<file path="config.mk">
export PLATFORM = sky130hd
export DESIGN_NAME = operand_stage
export DESIGN_NICKNAME = d
export VERILOG_FILES = /design/src/rtl/fwd_pkg.sv /design/src/rtl/pipe_pkg.sv /design/src/rtl/reg_file.sv /design/src/rtl/forward_ctrl.sv /design/src/rtl/operand_muxes.sv /design/src/rtl/operand_stage.sv
export VERILOG_INCLUDE_DIRS = /design/src /design/src/rtl
export SDC_FILE = /design/constraint.sdc
export NUM_CORES = 2
export LEC_CHECK = 0
export BUFFER_PORTS_ARGS = -buffer_cell sky130_fd_sc_hd__buf_2
export CORE_ASPECT_RATIO = 1.1
export CORE_MARGIN = 4
export CORE_UTILIZATION = 63
export CTS_CLUSTER_DIAMETER = 150
export DETAILED_ROUTE_END_ITERATION = 8
export PLACE_DENSITY = 0.83
export SYNTH_ARGS = -nofsm -noshare
export SYNTH_HDL_FRONTEND = slang
export SYNTH_SLANG_ARGS = --single-unit
</file>
<file path="constraint.sdc">
create_clock -name clk -period 5.7 [get_ports clk]
set_input_delay 0.855 -clock clk [delete_from_list [all_inputs] [get_ports clk]]
set_output_delay 0.855 -clock clk [all_outputs]
set_load 0.02 [all_outputs]
</file>
<file path="src/rtl/operand_settings.svh">
`ifndef OPERAND_SETTINGS_SVH
`define OPERAND_SETTINGS_SVH

// Width of one operand and of every register file word
`define OPERAND_WIDTH 32

// Register number width as carried by decode, execute and writeback
`define RF_ADDR_WIDTH 5

// Number of architectural registers
// Every one of them is an ordinary register, none is hardwired
`define RF_DEPTH 32

`endif

</file>
<file path="src/rtl/fwd_pkg.sv">
`default_nettype none

// Where each operand is taken from in the operand stage
package fwd_pkg;

	// Operand source select
	// Immediate is only ever chosen for operand B
	typedef enum logic [1:0] {
		SEL_RF      = 2'd0,
		// Sign-extended immediate from decode
		SEL_IMM     = 2'd1,
		// Result still in the execute stage
		SEL_EX_FORW = 2'd2,
		// Result in writeback, not yet in the register file
		SEL_WB_FORW = 2'd3
	} operand_sel_e;

endpackage

`default_nettype wire

</file>
<file path="src/rtl/pipe_pkg.sv">
`default_nettype none

// Pipeline control state kept beside the operand registers
package pipe_pkg;

	// Per operand register state under the freeze rules
	typedef enum logic {
		// Register follows the mux every unfrozen cycle
		OP_TRACK = 1'b0,
		// Captured once during a decode freeze, now holding
		OP_SAVED = 1'b1
	} op_reg_state_e;

	// Both operand registers use the same encoding
	// so the two states can be compared directly

endpackage

`default_nettype wire

</file>
<file path="src/rtl/reg_file.sv">
`timescale 1ns/1ps
`default_nettype none

`include "operand_settings.svh"

// Two read ports, one write port
// Reads are combinational, the write lands at the clock edge
module reg_file (
	input  logic                        clk,
	input  logic                        rst_n,

	// Read port A
	input  logic [`RF_ADDR_WIDTH-1:0]   rd_addr_a,
	output logic [`OPERAND_WIDTH-1:0]   rd_data_a,

	// Read port B
	input  logic [`RF_ADDR_WIDTH-1:0]   rd_addr_b,
	output logic [`OPERAND_WIDTH-1:0]   rd_data_b,

	// Write port, driven by writeback
	input  logic                        wr_en,
	input  logic [`RF_ADDR_WIDTH-1:0]   wr_addr,
	input  logic [`OPERAND_WIDTH-1:0]   wr_data
);

	////////////////////////////////////////////////////////////////////////////
	// Storage
	////////////////////////////////////////////////////////////////////////////

	// One word per architectural register
	logic [`OPERAND_WIDTH-1:0] mem [`RF_DEPTH];

	// All registers come out of reset as zero
	// A write is visible to the read ports from the next cycle on
	always_ff @(posedge clk) begin
		if (!rst_n) begin
			for (int i = 0; i < `RF_DEPTH; i++) begin
				mem[i] <= '0;
			end
		end else if (wr_en) begin
			mem[wr_addr] <= wr_data;
		end
	end

	////////////////////////////////////////////////////////////////////////////
	// Read ports
	////////////////////////////////////////////////////////////////////////////

	// No bypass of the write data here
	// Same cycle writeback values reach the operands through forwarding
	always_comb begin
		rd_data_a = mem[rd_addr_a];
	end

	// Port B is independent of port A
	always_comb begin
		rd_data_b = mem[rd_addr_b];
	end

endmodule

`default_nettype wire

</file>
<file path="src/rtl/forward_ctrl.sv">
`timescale 1ns/1ps
`default_nettype none

`include "operand_settings.svh"

// Forwarding controller
// Picks the source of each operand from the register numbers alone
module forward_ctrl (
	// Decoded source register numbers
	input  logic [`RF_ADDR_WIDTH-1:0] rs_a,
	input  logic [`RF_ADDR_WIDTH-1:0] rs_b,

	// Operand B takes the immediate
	input  logic                      use_imm,

	// Destination held by the execute stage
	input  logic [`RF_ADDR_WIDTH-1:0] ex_rd,
	input  logic                      ex_we,

	// Destination held by the writeback stage
	input  logic [`RF_ADDR_WIDTH-1:0] wb_rd,
	input  logic                      wb_we,

	// Selects for the operand muxes
	output fwd_pkg::operand_sel_e     sel_a,
	output fwd_pkg::operand_sel_e     sel_b
);

	import fwd_pkg::*;

	// Match of each source against each stage destination
	logic ex_hit_a;
	logic wb_hit_a;
	logic ex_hit_b;
	logic wb_hit_b;

	// A stage only forwards when it will actually write its destination
	assign ex_hit_a = ex_we && (ex_rd == rs_a);
	assign wb_hit_a = wb_we && (wb_rd == rs_a);
	assign ex_hit_b = ex_we && (ex_rd == rs_b);
	assign wb_hit_b = wb_we && (wb_rd == rs_b);

	// Shared priority for one source
	// Execute holds the younger result so it beats writeback
	function automatic operand_sel_e fwd_sel(input logic ex_hit, input logic wb_hit);
		operand_sel_e sel;
		if (ex_hit) begin
			sel = SEL_EX_FORW;
		end else if (wb_hit) begin
			sel = SEL_WB_FORW;
		end else begin
			sel = SEL_RF;
		end
		return sel;
	endfunction

	// Operand A never takes the immediate
	always_comb begin
		sel_a = fwd_sel(ex_hit_a, wb_hit_a);
	end

	// Immediate overrides any match on operand B
	always_comb begin
		if (use_imm) begin
			sel_b = SEL_IMM;
		end else begin
			sel_b = fwd_sel(ex_hit_b, wb_hit_b);
		end
	end

endmodule

`default_nettype wire

</file>
<file path="src/rtl/operand_muxes.sv">
`timescale 1ns/1ps
`default_nettype none

`include "operand_settings.svh"

// Operand source muxes and the two freeze-aware operand registers
module operand_muxes (
	input  logic                      clk,
	input  logic                      rst_n,

	// Pipeline freezes, plain levels
	input  logic                      id_freeze,
	input  logic                      ex_freeze,

	// Candidate sources
	input  logic [`OPERAND_WIDTH-1:0] rf_data_a,
	input  logic [`OPERAND_WIDTH-1:0] rf_data_b,
	input  logic [`OPERAND_WIDTH-1:0] ex_forw,
	input  logic [`OPERAND_WIDTH-1:0] wb_forw,
	input  logic [`OPERAND_WIDTH-1:0] simm,

	// Selects from the forwarding controller
	input  fwd_pkg::operand_sel_e     sel_a,
	input  fwd_pkg::operand_sel_e     sel_b,

	// Registered operands toward execute
	output logic [`OPERAND_WIDTH-1:0] operand_a,
	output logic [`OPERAND_WIDTH-1:0] operand_b
);

	import fwd_pkg::*;
	import pipe_pkg::*;

	logic [`OPERAND_WIDTH-1:0] muxed_a;
	logic [`OPERAND_WIDTH-1:0] muxed_b;
	op_reg_state_e             state_a;
	op_reg_state_e             state_b;

	////////////////////////////////////////////////////////////////////////////
	// Source muxes
	////////////////////////////////////////////////////////////////////////////

	// SEL_IMM never shows up on A, it falls to the register file
	always_comb begin
		case (sel_a)
			SEL_EX_FORW: muxed_a = ex_forw;
			SEL_WB_FORW: muxed_a = wb_forw;
			SEL_RF:      muxed_a = rf_data_a;
			default:     muxed_a = rf_data_a;
		endcase
	end

	// B adds the immediate
	always_comb begin
		case (sel_b)
			SEL_IMM:     muxed_b = simm;
			SEL_EX_FORW: muxed_b = ex_forw;
			SEL_WB_FORW: muxed_b = wb_forw;
			default:     muxed_b = rf_data_b;
		endcase
	end

	////////////////////////////////////////////////////////////////////////////
	// Operand registers
	////////////////////////////////////////////////////////////////////////////

	// Load only while tracking and execute is not frozen
	function automatic logic op_load(input op_reg_state_e st, input logic ex_frz);
		return !ex_frz && (st == OP_TRACK);
	endfunction

	// Execute freeze holds the state as well
	// Otherwise the decode freeze alone decides saved versus tracking
	// Leaving OP_SAVED costs one cycle without a load
	function automatic op_reg_state_e op_next(input op_reg_state_e st,
			input logic id_frz, input logic ex_frz);
		if (ex_frz) begin
			return st;
		end
		return id_frz ? OP_SAVED : OP_TRACK;
	endfunction

	// Operand A
	always_ff @(posedge clk) begin
		if (!rst_n) begin
			operand_a <= '0;
			state_a   <= OP_TRACK;
		end else begin
			if (op_load(state_a, ex_freeze)) begin
				operand_a <= muxed_a;
			end
			state_a <= op_next(state_a, id_freeze, ex_freeze);
		end
	end

	// Operand B, same rules on its own state
	always_ff @(posedge clk) begin
		if (!rst_n) begin
			operand_b <= '0;
			state_b   <= OP_TRACK;
		end else begin
			if (op_load(state_b, ex_freeze)) begin
				operand_b <= muxed_b;
			end
			state_b <= op_next(state_b, id_freeze, ex_freeze);
		end
	end

endmodule

`default_nettype wire

</file>
<file path="src/rtl/operand_stage.sv">
`timescale 1ns/1ps
`default_nettype none

`include "operand_settings.svh"

// Operand stage top
// Register file, forwarding controller and operand registers
module operand_stage (
	input  logic                      clk,
	input  logic                      rst_n,

	// Decode side
	input  logic [`RF_ADDR_WIDTH-1:0] id_rs_a,
	input  logic [`RF_ADDR_WIDTH-1:0] id_rs_b,
	input  logic                      id_use_imm,
	input  logic [`OPERAND_WIDTH-1:0] id_simm,

	// Execute stage result
	input  logic [`RF_ADDR_WIDTH-1:0] ex_rd,
	input  logic                      ex_we,
	input  logic [`OPERAND_WIDTH-1:0] ex_result,

	// Writeback stage result, also the register file write
	input  logic [`RF_ADDR_WIDTH-1:0] wb_rd,
	input  logic                      wb_we,
	input  logic [`OPERAND_WIDTH-1:0] wb_result,

	// Freezes
	input  logic                      id_freeze,
	input  logic                      ex_freeze,

	// Operands to execute
	output logic [`OPERAND_WIDTH-1:0] operand_a,
	output logic [`OPERAND_WIDTH-1:0] operand_b
);

	import fwd_pkg::*;

	logic [`OPERAND_WIDTH-1:0] rf_data_a;
	logic [`OPERAND_WIDTH-1:0] rf_data_b;
	operand_sel_e              sel_a;
	operand_sel_e              sel_b;

	// Writeback is the only writer of the register file
	reg_file u_reg_file (
		.clk       (clk),
		.rst_n     (rst_n),
		.rd_addr_a (id_rs_a),
		.rd_data_a (rf_data_a),
		.rd_addr_b (id_rs_b),
		.rd_data_b (rf_data_b),
		.wr_en     (wb_we),
		.wr_addr   (wb_rd),
		.wr_data   (wb_result)
	);

	// Source selection from register numbers only
	forward_ctrl u_forward_ctrl (
		.rs_a    (id_rs_a),
		.rs_b    (id_rs_b),
		.use_imm (id_use_imm),
		.ex_rd   (ex_rd),
		.ex_we   (ex_we),
		.wb_rd   (wb_rd),
		.wb_we   (wb_we),
		.sel_a   (sel_a),
		.sel_b   (sel_b)
	);

	// Data path and the registered operands
	operand_muxes u_operand_muxes (
		.clk       (clk),
		.rst_n     (rst_n),
		.id_freeze (id_freeze),
		.ex_freeze (ex_freeze),
		.rf_data_a (rf_data_a),
		.rf_data_b (rf_data_b),
		.ex_forw   (ex_result),
		.wb_forw   (wb_result),
		.simm      (id_simm),
		.sel_a     (sel_a),
		.sel_b     (sel_b),
		.operand_a (operand_a),
		.operand_b (operand_b)
	);

endmodule

`default_nettype wire

</file>
[After elaboration in Yosys (flattened, before gate mapping)]
Memory sizes are Yosys's and may differ from the RTL's.
Index checks and enable logic that the tools add are counted.
Word-level totals
  bits in latches: 0
  output and inout bits: 64
  bits in registers: 65
  memories: 1
  RAM bits: 1024
  ROM bits: 0
Operators by class
  reductions and logical operators: 7
  order comparisons: 0
  shift operators: 0
  $add $sub $neg: 0
  div/mod/pow operators: 0
  eq/ne operators: 10
  multiply operators: 0
  muxes and demuxes: 18
  bitwise operators: 1
Memory list
  u_reg_file.mem: words 32, bits a word 32, read ports 2, clocked after memory_dff 0, write ports 32, line reg_file.sv:31  | logic [`OPERAND_WIDTH-1:0] mem [`RF_DEPTH];
Operators by type and width (count)
  $pmux W32 S3: 1
  $pmux W32 S2: 1
  $mux W32: 1
  $reduce_or A32 Y1: 1
  $eq A5 B5 Y1: 4
  $mux W2: 5
  $mux W1: 9
  $eq A2 B2 Y1 const B: 4
  $logic_and A1 B1 Y1: 5
  $mux W5: 1
  $eq A2 B1 Y1 const B: 1
  $ne A2 B2 Y1 const B: 1
  $logic_not A1 Y1: 1
  $not A1 Y1: 1

[Longest topological paths before layout]
  depth in word-level cells: 7
  gate-level depth with buffers: 12
  depth with buffers taken out: 6

[Hierarchy]
Synthesis repeated with hierarchy kept, for this count alone.
Unflattened totals
  cells, all modules: 5079
  area total of the unflattened synthesis: 59897.4 um^2
Modules (own cells, without submodules)
  reg_file: instances 1, cells an instance 4646, area each 55754.7 um^2
  operand_muxes: instances 1, cells an instance 401, area each 3881.2 um^2
  forward_ctrl: instances 1, cells an instance 32, area each 261.5 um^2

[Least setup slack after synthesis]
OpenSTA, ideal clock, no wires.
  path type: input to register
  start: input wb_rd[0]
  end: memory u_reg_file.mem[16][0] (netlist bit), enable pin
  setup slack: 1188 ps
  data arrival time: 4047 ps
  setup time: 466 ps
  data required time: 5234 ps
  stages on the path: 5
  path through: or3_1 -> clkbuf_1 -> clkbuf_1 -> clkbuf_1 -> o21ai_0
RTL lines
  start, declared: line operand_stage.sv:24  | input logic [`RF_ADDR_WIDTH-1:0] wb_rd,
  end, declared: line reg_file.sv:31

[Worst setup path after layout]
  start: input id_rs_a[4]
  end: register u_operand_muxes.operand_a[21]
Between the ends
  word-level cells in the longest chain between the ends: 6
  elaborated cells between the ends (all ways): 10
  classes of those cells: eq/ne: 4; mux: 3; reduce/logical: 2; memory: 1
Ends and longest elaborated chain
  start, declared: line operand_stage.sv:13  | input logic [`RF_ADDR_WIDTH-1:0] id_rs_a,
  $eq A5 B5 Y1: line forward_ctrl.sv:39  | assign wb_hit_a = wb_we && (wb_rd == rs_a);
  $logic_and A1 B1 Y1: line forward_ctrl.sv:39
  $mux W2: line forward_ctrl.sv:49  | end else if (wb_hit) begin
  $mux W2: line forward_ctrl.sv:47  | if (ex_hit) begin
  $eq A2 B2 Y1: line operand_muxes.sv:45  | case (sel_a)
  $pmux W32 S2 *: line operand_muxes.sv:45
  end signal, assigned: line operand_muxes.sv:90  | operand_a <= muxed_a;
  end, declared: line operand_muxes.sv:27  | output logic [`OPERAND_WIDTH-1:0] operand_a,
Mark *: on every way between the ends. The rest lies on a longest branch, timed or not.
A chain may end at the register's enable or synchronous reset.

==> reports/metrics.json <==
{
  "run_status": {
    "outcome": "finished, violations left",
    "failed_checks": "max-capacitance violations, max-slew violations"
  },
  "synthesis": {
    "synth_cells": 4090,
    "ys_ff_latch": 1089,
    "synth.distinct_cells": 66,
    "synth.yosys.seq_area_share": 0.551,
    "synth_area_per_cell_sq_um": 14.2,
    "netlist_top_cells_count": "sky130_fd_sc_hd__edfxtp_1 (1024), sky130_fd_sc_hd__and2_1 (995), sky130_fd_sc_hd__mux4_2 (441)",
    "library_cell_with_the_highest_instance_count_after_synthesis": "sky130_fd_sc_hd__edfxtp_1",
    "synthesis.nets": 4213,
    "synthesized_cell_area_sq_um": 58200,
    "post_synth_edffs": 1024,
    "synth_simple_gate_area_frac": 0.145,
    "synth_top_area_share": 0.529,
    "muxShareOfSynthArea": 0.207,
    "synth_area_in_xor_xnor": 0.00301,
    "yosys.area.top_type": "sky130_fd_sc_hd__edfxtp_1",
    "synth_ff_type": "sky130_fd_sc_hd__edfxtp_1",
    "synth_top_family_by_area": "multiplexers",
    "yosys.area_share.adder": 0,
    "synth_compound_gate_area_share": 0.0573,
    "ys.warnings.count": 0,
    "synthArstFlopShare": 0,
    "synth_area_leaders": "sky130_fd_sc_hd__edfxtp_1 (53%), sky130_fd_sc_hd__mux4_2 (17%), sky130_fd_sc_hd__and2_1 (11%)"
  },
  "flow_run": {
    "cap_violations": 4
  },
  "grt": {
    "grtUsageTotal": 0.450,
    "first_global_vias": 41800,
    "antenna_violations_before_repair": 31,
    "grt_first_pass_wirelength_microns": 308000,
    "pin_count_of_the_biggest_net_entering_global_routing": 121,
    "overflow": 0
  },
  "place": {
    "dp_hpwl_microns": 134000,
    "place.port_buffers": 186,
    "pre_cts_setup_slack_ps": 1620,
    "gp_routability_congestion": 1.02,
    "numPlacedInstances": 5130
  },
  "critical_path": {
    "critical_path.startpoint_type": "primary input",
    "crit_type": "in2reg",
    "cp-endpoint": "u_operand_muxes.operand_a[21]",
    "timing.reg2reg.setup_slack_ps": 2540,
    "required_time_of_the_critical_path_ps": 6270,
    "timing.critical_path.to_type": "flop",
    "reg2regPathDepth": 7,
    "critical_path.max_fanout": 24,
    "cp_data_arrival_time_ps": 4350,
    "r2r-start": "u_operand_muxes.state_b",
    "timing.critical_path.from": "id_rs_a[4]",
    "regToRegEndpoint": "u_operand_muxes.operand_b[13]"
  },
  "timing": {
    "skew_ps": 32.2,
    "timing.final.hold_violations": 0,
    "post-route-min-period_ps": 3780,
    "tightestPinTransition_ps": 1570,
    "fin_setup_tns_ps": 0,
    "worst_slack_ps": 1920,
    "final_number_of_max_transition_violations": 38,
    "slew_headroom": -0.0577,
    "layout_worst_path_cycle_share": 0.663,
    "setup_violations": 0,
    "rsz0062_at_grt": "false",
    "timing.fmax_ghz": 0.265
  },
  "drt": {
    "drc": 0,
    "route.met3.wl_microns": 42800,
    "route.antenna.remaining_nets": 0,
    "routedWlPerCell_microns": 41.3,
    "met2_wirelength_microns": 90900,
    "firstDrtPassIters": 8,
    "via_density_per_instance": 8.06,
    "first_iter_violations": 10100,
    "detail_route.wirelength.met1_microns": 64600,
    "detailroute.via_count": 43300,
    "routed_wirelength_microns": 221000,
    "route.top_layer_used": "met5"
  },
  "cts": {
    "clock_tree.buffer_depth": 3,
    "cts_hold_buffers": 0,
    "clock_root_buffer": "sky130_fd_sc_hd__clkbuf_16",
    "cts.clk_slew.worst_paths_ps": 70,
    "cts_tree": "built",
    "cts.sink_count": 1089,
    "cts_buffers": 110,
    "h-tree-depth": 3,
    "clock_insertion_delay_worst_skew_ps": 720,
    "cts_resized": 0,
    "cts_post_setup_buffers_inserted": 0
  },
  "final_layout": {
    "sequential_cell_area_sq_um": 32100,
    "fillers": 5665,
    "multi_input_comb_area_sq_um": 24600,
    "area_growth_pct": 10.0,
    "finalNetCount": 4185,
    "stdcell_count": 5364,
    "post_route_cells_drive_above_1_share": 0.271
  },
  "floorplan": {
    "row_count": 116,
    "die-height_microns": 327,
    "core-area_sq_um": 91300,
    "die_area_sq_um": 97200,
    "initial_utilization": 0.637,
    "num_io_pins": 187,
    "die-width_microns": 298
  },
  "hold_path": {
    "min_path_type": "in2reg",
    "whs_path_depth": 3
  },
  "power_and_ir_drop": {
    "total_power_mw": 19.6,
    "power_per_cell_area_nw_per_um2": 306,
    "static-leakage-power_nw": 21.8,
    "power.ir.vdd_worst_v": 0.000302
  }
}
cell type report:
type / count / area share
Antenna cell: 25 / 0.000978
Clock buffer: 146 / 0.0465
Clock inverter: 63 / 0.0117
Inverter: 4 / 0.000235
Multi-Input combinational cell: 2547 / 0.385
Sequential cell: 1089 / 0.501
Tap cell: 1180 / 0.0231
Timing Repair Buffer: 310 / 0.0317
power breakdown:
group	switching (mW)	leakage (nW)	total, mW	internal, mW
sequential	0.314	10.3	9.52	9.21
combinational	1.53	9.68	2.46	0.929
clock	3.24	1.81	7.60	4.36
cells by family (layout without fill, tap and decap cells):
family / after synthesis / count (layout)
compound gates: 492 / 492
xor+xnor: 20 / 20
buf+inv: 454 / 523
flops: 1089 / 1089
mux: 622 / 622
other cells: 0 / 25
simple gates: 1413 / 1413
layout by cell type (no fill, tap or decap), types with 40 or more instances in the layout:
cell	n
sky130_fd_sc_hd__buf_4	116
sky130_fd_sc_hd__a221oi_1	63
sky130_fd_sc_hd__or3_1	41
sky130_fd_sc_hd__mux2_2	124
sky130_fd_sc_hd__and2_1	995
sky130_fd_sc_hd__nor2_1	97
sky130_fd_sc_hd__clkbuf_16	110
sky130_fd_sc_hd__edfxtp_1	1024
sky130_fd_sc_hd__o21ai_0	67
sky130_fd_sc_hd__o22ai_1	120
sky130_fd_sc_hd__buf_2	179
sky130_fd_sc_hd__mux4_2	441
sky130_fd_sc_hd__nand2_1	69
sky130_fd_sc_hd__a211oi_1	41
sky130_fd_sc_hd__dfxtp_1	65
sky130_fd_sc_hd__nor3_1	40
worst min-delay path by stage:
| stage | slack (ps) | endpoint | startpoint |
|---|---|---|---|
| 5_1_grt | 460 | u_operand_muxes.state_b | id_freeze |
| 2_1_floorplan | 500 | u_operand_muxes.state_b | u_operand_muxes.state_b |
| 6_report | 420 | u_operand_muxes.state_b | id_freeze |
| 3_3_place_gp | 510 | u_operand_muxes.operand_a[0] | u_operand_muxes.operand_a[0] |
| 4_1_cts | 420 | u_operand_muxes.state_b | id_freeze |
| 3_5_place_dp | 520 | u_operand_muxes.operand_a[21] | u_operand_muxes.operand_a[21] |
sequential cells by signal, indices dropped and copies added (netlist names):
signal,flops
u_reg_file.mem,1024
u_operand_muxes.operand_a,32
u_operand_muxes.operand_b,32
u_operand_muxes.state_b,1
per-stage QoR:
step	utilization	area (sq um)	hold slack, ps
floorplan	-	58200	501
global placement	0.659	60200	514
detailed placement	0.659	60200	522
CTS	0.700	63900	417
global route	0.700	63900	458
finish	0.701	64000	419
per-layer routing:
layer | vias up | track usage
met5 | - | 0
met4 | 18 | 0.348
met3 | 1489 | 0.208
met2 | 5375 | 0.620
met1 | 20600 | 0.551
li1 | 15700 | -
worst max-delay path, stage by stage:
cell                        delay (ps)
sky130_fd_sc_hd__buf_2             270
sky130_fd_sc_hd__inv_2             880
sky130_fd_sc_hd__nand3_2           990
sky130_fd_sc_hd__buf_4             630
sky130_fd_sc_hd__nor2_1            180
sky130_fd_sc_hd__nor2_1             70
sky130_fd_sc_hd__o2111ai_1         290
sky130_fd_sc_hd__a21oi_1           140
(Power assumes the default switching activity.)
